**src/logic/uart_bridge_pkg.sv**
```systemverilog
package uart_bridge_pkg;

  // ****************************************
  // serial payload and host command
  // ****************************************

  typedef logic [7:0] byte_t;

  typedef logic [6:0] addr_t;

  // bit 15 selects write, then address, then write data.
  typedef struct packed {
    logic  is_write;
    addr_t addr;
    byte_t data;
  } cmd_t;

  // ****************************************
  // frame and result records
  // ****************************************

  // one received frame with its line checks.
  typedef struct packed {
    byte_t data;
    logic  parity_ok;
    logic  stop_ok;
  } rx_frame_t;

  // read reply as seen by the host.
  typedef struct packed {
    byte_t data;
    logic  parity_ok;
    logic  timed_out;
  } read_result_t;

  typedef enum logic [2:0] {
    IDLE,
    SEND_HEAD,
    GAP,
    SEND_DATA,
    WAIT_REPLY,
    DELIVER
  } seq_state_t;

endpackage

```
**src/logic/uart_frame_tx.sv**
```systemverilog
`timescale 1ns/1ns

module uart_frame_tx #(
  parameter int unsigned clks_per_bit = 434
) (
  input  logic                   clk,
  input  logic                   rst_n,
  input  logic                   tx_start,
  input  uart_bridge_pkg::byte_t tx_byte,
  output logic                   tx,
  output logic                   tx_busy,
  output logic                   tx_done
);

  localparam int unsigned cnt_w = $clog2(clks_per_bit);

  // stop, parity, data lsb first, start.
  logic [10:0]      frame_sr;
  logic [cnt_w-1:0] baud_cnt;
  logic [3:0]       bit_cnt;
  logic             bit_end;

  assign bit_end = (baud_cnt == cnt_w'(clks_per_bit - 1));

  // line idles high once the stop bit has shifted through.
  assign tx = frame_sr[0];

  always_ff @(posedge clk or negedge rst_n)
  begin
    if (!rst_n)
    begin
      frame_sr <= '1;
      tx_busy  <= 1'b0;
      tx_done  <= 1'b0;
      baud_cnt <= '0;
      bit_cnt  <= '0;
    end
    else
    begin
      tx_done <= 1'b0;
      if (tx_start && !tx_busy)
      begin
        // odd parity over data plus parity bit.
        frame_sr <= {1'b1, ~^tx_byte, tx_byte, 1'b0};
        tx_busy  <= 1'b1;
        baud_cnt <= '0;
        bit_cnt  <= '0;
      end
      else if (tx_busy)
      begin
        if (bit_end)
        begin
          baud_cnt <= '0;
          frame_sr <= {1'b1, frame_sr[10:1]};
          if (bit_cnt == 4'd10)
          begin
            tx_busy <= 1'b0;
            tx_done <= 1'b1;
          end
          else
          begin
            bit_cnt <= bit_cnt + 4'd1;
          end
        end
        else
        begin
          baud_cnt <= baud_cnt + 1'b1;
        end
      end
    end
  end

  // ****************************************
  // checks
  // ****************************************

  a_idle_high: assert property (@(posedge clk) disable iff (!rst_n)
    !tx_busy |-> tx);

endmodule

```
**src/logic/uart_frame_rx.sv**
```systemverilog
`timescale 1ns/1ns

module uart_frame_rx #(
  parameter int unsigned clks_per_bit = 434
) (
  input  logic                       clk,
  input  logic                       rst_n,
  input  logic                       rx,
  output uart_bridge_pkg::rx_frame_t rx_frame,
  output logic                       rx_frame_vld,
  output logic                       rx_active
);

  localparam int unsigned cnt_w  = $clog2(clks_per_bit);
  localparam int unsigned mid_pt = clks_per_bit / 2 - 1;

  logic                   rx_s1;
  logic                   rx_s2;
  logic                   rx_d;
  logic                   start_edge;
  logic                   sample_now;
  logic [cnt_w-1:0]       baud_cnt;
  logic [3:0]             bit_idx;
  uart_bridge_pkg::byte_t data_sr;
  logic                   par_bit;

  // ****************************************
  // synchronizer and edge detect
  // ****************************************

  always_ff @(posedge clk or negedge rst_n)
  begin
    if (!rst_n)
    begin
      rx_s1 <= 1'b1;
      rx_s2 <= 1'b1;
      rx_d  <= 1'b1;
    end
    else
    begin
      rx_s1 <= rx;
      rx_s2 <= rx_s1;
      rx_d  <= rx_s2;
    end
  end

  assign start_edge = rx_d && !rx_s2 && !rx_active;
  assign sample_now = rx_active && (baud_cnt == cnt_w'(mid_pt));

  // bit_idx 0 is start, 1..8 data, 9 parity, 10 stop.
  always_ff @(posedge clk or negedge rst_n)
  begin
    if (!rst_n)
    begin
      rx_active    <= 1'b0;
      rx_frame_vld <= 1'b0;
      baud_cnt     <= '0;
      bit_idx      <= '0;
    end
    else
    begin
      rx_frame_vld <= 1'b0;
      if (start_edge)
      begin
        rx_active <= 1'b1;
        baud_cnt  <= '0;
        bit_idx   <= '0;
      end
      else if (rx_active)
      begin
        if (baud_cnt == cnt_w'(clks_per_bit - 1))
          baud_cnt <= '0;
        else
          baud_cnt <= baud_cnt + 1'b1;
        if (sample_now)
        begin
          // glitch, start bit gone by mid-bit.
          if (bit_idx == 4'd0 && rx_s2)
          begin
            rx_active <= 1'b0;
          end
          else if (bit_idx == 4'd10)
          begin
            rx_active    <= 1'b0;
            rx_frame_vld <= 1'b1;
          end
          else
          begin
            bit_idx <= bit_idx + 4'd1;
          end
        end
      end
    end
  end

  always_ff @(posedge clk)
  begin
    if (sample_now)
    begin
      if (bit_idx >= 4'd1 && bit_idx <= 4'd8)
        data_sr <= {rx_s2, data_sr[7:1]};
      if (bit_idx == 4'd9)
        par_bit <= rx_s2;
      if (bit_idx == 4'd10)
      begin
        rx_frame.data      <= data_sr;
        rx_frame.parity_ok <= ^{data_sr, par_bit};
        rx_frame.stop_ok   <= rx_s2;
      end
    end
  end

  a_vld_single: assert property (@(posedge clk) disable iff (!rst_n)
    rx_frame_vld |=> !rx_frame_vld);

endmodule

```
**src/logic/cmd_sequencer.sv**
```systemverilog
`timescale 1ns/1ns

module cmd_sequencer #(
  parameter int unsigned clks_per_bit       = 434,
  parameter int unsigned gap_cycles         = 100,
  parameter int unsigned reply_timeout_bits = 32
) (
  input  logic                          clk,
  input  logic                          rst_n,
  input  uart_bridge_pkg::cmd_t         cmd,
  input  logic                          cmd_vld,
  output logic                          cmd_rdy,
  output logic                          tx_start,
  output uart_bridge_pkg::byte_t        tx_byte,
  input  logic                          tx_busy,
  input  logic                          tx_done,
  input  uart_bridge_pkg::rx_frame_t    rx_frame,
  input  logic                          rx_frame_vld,
  input  logic                          rx_active,
  output uart_bridge_pkg::read_result_t read_result,
  output logic                          read_rdy
);

  localparam int unsigned timeout_cycles = reply_timeout_bits * clks_per_bit;
  localparam int unsigned tmr_w          = $clog2(timeout_cycles + 1);
  localparam int unsigned gap_w          = $clog2(gap_cycles + 1);

  uart_bridge_pkg::seq_state_t state;
  uart_bridge_pkg::cmd_t       cmd_q;
  logic [gap_w-1:0]            gap_cnt;
  logic [tmr_w-1:0]            reply_tmr;
  logic                        reply_expired;

  assign cmd_rdy  = (state == uart_bridge_pkg::IDLE);
  assign read_rdy = (state == uart_bridge_pkg::DELIVER);

  // head byte carries rw flag and address.
  assign tx_byte = (state == uart_bridge_pkg::SEND_DATA) ? cmd_q.data
                                                         : {cmd_q.is_write, cmd_q.addr};

  // timer only runs while no reply frame is in progress.
  assign reply_expired = !rx_active && (reply_tmr == tmr_w'(timeout_cycles - 1));

  // ****************************************
  // control FSM
  // ****************************************

  always_ff @(posedge clk or negedge rst_n)
  begin
    if (!rst_n)
    begin
      state     <= uart_bridge_pkg::IDLE;
      tx_start  <= 1'b0;
      gap_cnt   <= '0;
      reply_tmr <= '0;
    end
    else
    begin
      tx_start <= 1'b0;
      case (state)
        uart_bridge_pkg::IDLE:
        begin
          if (cmd_vld)
          begin
            state    <= uart_bridge_pkg::SEND_HEAD;
            tx_start <= 1'b1;
          end
        end
        uart_bridge_pkg::SEND_HEAD:
        begin
          if (tx_done)
          begin
            gap_cnt   <= '0;
            reply_tmr <= '0;
            if (cmd_q.is_write)
              state <= uart_bridge_pkg::GAP;
            else
              state <= uart_bridge_pkg::WAIT_REPLY;
          end
        end
        uart_bridge_pkg::GAP:
        begin
          if (gap_cnt == gap_w'(gap_cycles - 1))
          begin
            state    <= uart_bridge_pkg::SEND_DATA;
            tx_start <= 1'b1;
          end
          else
          begin
            gap_cnt <= gap_cnt + 1'b1;
          end
        end
        uart_bridge_pkg::SEND_DATA:
        begin
          if (tx_done)
            state <= uart_bridge_pkg::IDLE;
        end
        uart_bridge_pkg::WAIT_REPLY:
        begin
          if (rx_frame_vld || reply_expired)
            state <= uart_bridge_pkg::DELIVER;
          else if (!rx_active)
            reply_tmr <= reply_tmr + 1'b1;
        end
        default:
        begin
          state <= uart_bridge_pkg::IDLE;
        end
      endcase
    end
  end

  always_ff @(posedge clk)
  begin
    if (cmd_rdy && cmd_vld)
      cmd_q <= cmd;
    if (state == uart_bridge_pkg::WAIT_REPLY)
    begin
      if (rx_frame_vld)
      begin
        read_result.data      <= rx_frame.data;
        read_result.parity_ok <= rx_frame.parity_ok && rx_frame.stop_ok;
        read_result.timed_out <= 1'b0;
      end
      else if (reply_expired)
      begin
        read_result <= uart_bridge_pkg::read_result_t'{data: '0, parity_ok: 1'b0,
                                                       timed_out: 1'b1};
      end
    end
  end

  a_start_idle: assert property (@(posedge clk) disable iff (!rst_n)
    tx_start |-> !tx_busy);

endmodule

```
**src/logic/uart_cmd_bridge.sv**
```systemverilog
`timescale 1ns/1ns

module uart_cmd_bridge #(
  parameter int unsigned clks_per_bit       = 434,
  parameter int unsigned gap_cycles         = 100,
  parameter int unsigned reply_timeout_bits = 32
) (
  input  logic                          clk,
  input  logic                          rst_n,
  input  uart_bridge_pkg::cmd_t         cmd,
  input  logic                          cmd_vld,
  output logic                          cmd_rdy,
  input  logic                          rx,
  output logic                          tx,
  output uart_bridge_pkg::read_result_t read_result,
  output logic                          read_rdy
);

  logic                       tx_start;
  uart_bridge_pkg::byte_t     tx_byte;
  logic                       tx_busy;
  logic                       tx_done;
  uart_bridge_pkg::rx_frame_t rx_frame;
  logic                       rx_frame_vld;
  logic                       rx_active;

  cmd_sequencer #(
    .clks_per_bit       (clks_per_bit),
    .gap_cycles         (gap_cycles),
    .reply_timeout_bits (reply_timeout_bits)
  ) u_seq (
    .clk          (clk),
    .rst_n        (rst_n),
    .cmd          (cmd),
    .cmd_vld      (cmd_vld),
    .cmd_rdy      (cmd_rdy),
    .tx_start     (tx_start),
    .tx_byte      (tx_byte),
    .tx_busy      (tx_busy),
    .tx_done      (tx_done),
    .rx_frame     (rx_frame),
    .rx_frame_vld (rx_frame_vld),
    .rx_active    (rx_active),
    .read_result  (read_result),
    .read_rdy     (read_rdy)
  );

  uart_frame_tx #(
    .clks_per_bit (clks_per_bit)
  ) u_tx (
    .clk      (clk),
    .rst_n    (rst_n),
    .tx_start (tx_start),
    .tx_byte  (tx_byte),
    .tx       (tx),
    .tx_busy  (tx_busy),
    .tx_done  (tx_done)
  );

  // receiver always listens, sequencer filters by state.
  uart_frame_rx #(
    .clks_per_bit (clks_per_bit)
  ) u_rx (
    .clk          (clk),
    .rst_n        (rst_n),
    .rx           (rx),
    .rx_frame     (rx_frame),
    .rx_frame_vld (rx_frame_vld),
    .rx_active    (rx_active)
  );

endmodule

```
**config.mk**
```make
export PLATFORM = sky130hd
export DESIGN_NAME = uart_cmd_bridge
export DESIGN_NICKNAME = d
export VERILOG_FILES = /design/src/logic/uart_bridge_pkg.sv /design/src/logic/uart_frame_tx.sv /design/src/logic/uart_frame_rx.sv /design/src/logic/cmd_sequencer.sv /design/src/logic/uart_cmd_bridge.sv
export SDC_FILE = /design/constraint.sdc
export NUM_CORES = 1
export LEC_CHECK = 0
export ABC_AREA = 1
export BUFFER_PORTS_ARGS = -buffer_cell sky130_fd_sc_hd__buf_2
export CORE_MARGIN = 2
export CORE_UTILIZATION = 50
export DETAILED_ROUTE_END_ITERATION = 6
export GPL_ROUTABILITY_DRIVEN = 1
export GPL_TIMING_DRIVEN = 1
export MAX_ROUTING_LAYER = met4
export PLACE_DENSITY = 0.67
export SLEW_MARGIN = 20
export SYNTH_ARGS = -nofsm -noshare
export SYNTH_HDL_FRONTEND = slang
export SYNTH_HIERARCHICAL = 1
export SYNTH_SLANG_ARGS = --single-unit
```
**constraint.sdc**
```tcl
create_clock -name clk -period 2.6 [get_ports clk]
set_input_delay 0 -clock clk [delete_from_list [all_inputs] [get_ports clk]]
set_output_delay 0 -clock clk [all_outputs]
set_load 0.02 [all_outputs]
```
==> reports/metrics.yaml <==
outcome: "completed"
path_clk_slew_ps: 60
path_class: "flip-flop to flip-flop"
coreArea_um2: 11400
finalWirelength_mm: 11.9
drt_iter0_drc: 293
cts_resized: 0
grt_first_pass_wirelength_mm: 20.5
syn_area_um2: 5810
track_usage: 0.211
worstSetupEndpoint: "u_tx/frame_sr[9]"
yosysTopAreaCell: "dfrtp_1"
synth-main-ff-cell: "dfrtp_1"
place_congestion: 0.847
power_density_nw_per_um2: 852
synth.distinct_cells: 42
gr-total-overflow: 0
drc: 0
yosysTopAreaCellShare: 0.237
power_uw: 5880
synth_warnings: 6
synth_seq_cells: 113
arrival_ps: 2430
maxSlewHeadroom: 0.485
pin_count: 33
fin_ws_ps: 515
place_ws_ps: 562
seq_area_frac_synth: 0.528
cp-start-kind: "flip-flop"
reg2reg_slack_ps: 510
cap_violations: 0
crit_required_ps: 2950
synth.avg_cell_area_um2: 8.61
die_w_um: 112
worst_pin_slew_ps: 772
grt_setup_unrepaired: "false"
endpoint_kind: "flip-flop"
ys_top_cells_by_area: "dfrtp_1, edfxtp_1, nand2_1"
grt_use_met2: 0.332
die_h_um: 112
met1_usage: 0.254
grt_pass1_vias: 4469
synth.most_common_cell: "nand2_1"
slew_violations: 0
met3_usage: 0.0648
crit_fanout: 9
cts_root_buffer: "clkbuf_16"
finalSetupViolations: 0
synth_edf_count: 45
portBuffers: 32
syn_to_final_growth_pct: 18.7
hpwl_mm: 8.02
cts_sinks: 113
leakagePower_uw: 0.00325
routedWlPerCell_um: 13.2
fmax_mhz: 480
whs_ps: 210
grt_max_degree: 34
vdd_drop_max_mv: 0.645
finalNetCount: 773
rr_worst_depth: 11
r2r-end: "u_tx/frame_sr[9]"
dr.pass1.iters: 7
syn_nets: 708
tns_ps: 0
cts_buffer_depth: 2
die-area_um2: 12500
rows: 39
antenna_found_initial: 0
cts_tree: "yes"
fin_crit_sh: 0.802
fillCellCount: 921
avgViaCountPerCell: 5.10
clock_skew_ps: 5.00
reg2reg_from: "u_seq/state[1]"
synthArstFlopShare: 0.602
worstSkewPairLatency_ps: 410
min_path_type: "primary input to async pin"
num_antenna_cells: 0
drive_gt1_frac: 0.159
synth_common_cells: "nand2_1, inv_1, nor2_1"
timing.final.hold_violations: 0
final_area_um2: 6900
crit_start: "u_seq/state[1]"
synth_cells: 675
finalCriticalPeriod_ps: 2090
grt.busiest_layer: "met2"
vias: 4574
numCtsBuffers: 17
initial_core_util: 0.511
cts.htree.levels: 4
antenna_left: 0
placed_area_um2: 6120
## where the power goes
group,switching [uW],leakage [uW],total [uW],internal [uW]
clock,864,0.000277,2280,1420
sequential,201,0.00129,2240,2040
combinational,889,0.00169,1350,462
total,1950,0.00325,5880,3920
## worst min-delay path by stage
| stage | start | end | slack [ps] | cells after the start |
|---|---|---|---|---|
| floorplan | rst_n | u_rx/baud_cnt[0] | -300 | 0 |
| global placement | rx | u_rx/rx_s1 | 110 | 1 |
| detailed placement | rx | u_rx/rx_s1 | 120 | 1 |
| CTS | rx | u_rx/rx_s1 | 210 | 2 |
| global route | rx | u_rx/rx_s1 | 220 | 2 |
| finish | rst_n | u_seq/reply_tmr[4] | 210 | 2 |
## through the flow
stage	util	std cells
2_1_floorplan	-	675
3_3_place_gp	0.539	845
3_5_place_dp	0.539	845
4_1_cts	0.607	896
5_1_grt	0.607	896
6_report	0.607	896
## flip-flops by register name, summed over array words and instances (netlist names), 8 cells and up
| signal | count |
|---|---|
| u_rx/baud_cnt | 9 |
| u_rx/data_sr | 8 |
| u_rx/rx_frame | 10 |
| u_seq/cmd_q | 16 |
| u_seq/read_result | 10 |
| u_seq/reply_tmr | 14 |
| u_tx/baud_cnt | 9 |
| u_tx/frame_sr | 10 |
## worst max-delay path, stage by stage (launching register included)
cell,delay [ps]
dfrtp_1,550
nand3_1,420
a21oi_1,450
nand2_1,130
inv_1,90
nor2_1,40
nand2_1,60
nand2_1,50
nand2_1,60
nand2_1,40
nor2_1,80
nor2_1,40
## cell usage in the layout, fill, tap and decap left out, types with 17 or more instances in the layout
cell type | synthesis | final
nand2_1 | 200 | 200
inv_1 | 80 | 80
nor2_1 | 68 | 68
dfrtp_1 | 55 | 55
nand3_1 | 52 | 52
edfxtp_1 | 45 | 45
buf_2 | 3 | 32
o21ai_0 | 24 | 24
dlygate4sd3_1 | 0 | 19
clkbuf_16 | 0 | 17
## metal layers
layer  routed length [um]  part of all wire
met4                  235             0.020
met2                 5770              0.49
met1                 5240              0.44
met3                  612             0.052
met5                    0                 0
## what timing repair did
| action | in CTS | in global routing |
|---|---|---|
| setup buffers | 0 | 0 |
| hold buffers | 19 | 0 |
| endpoints found under the hold margin | 36 | 0 |
## final cells by class
type	instances	area, um^2	area share
sequential	113	3070	0.445
multi-input combinational	463	2340	0.339
clock buffer	17	425	0.0617
timing repair buffer	57	395	0.0573
inverter	88	332	0.0481
tap	143	179	0.0259
clock inverter	15	156	0.0227
## kinds of logic (layout without fill, tap and decap cells)
| group | after synthesis | after routing | share of synthesized area |
|---|---|---|---|
| simple gates | 367 | 367 | 0.277 |
| xor+xnor | 20 | 20 | 0.0301 |
| flops | 113 | 113 | 0.528 |
| buf+inv | 99 | 177 | 0.0693 |
| fa+ha+maj | 13 | 13 | 0.0280 |
| mux | 7 | 7 | 0.0136 |
| compound gates | 56 | 56 | 0.0543 |
Power figures use the tool's default switching activity.
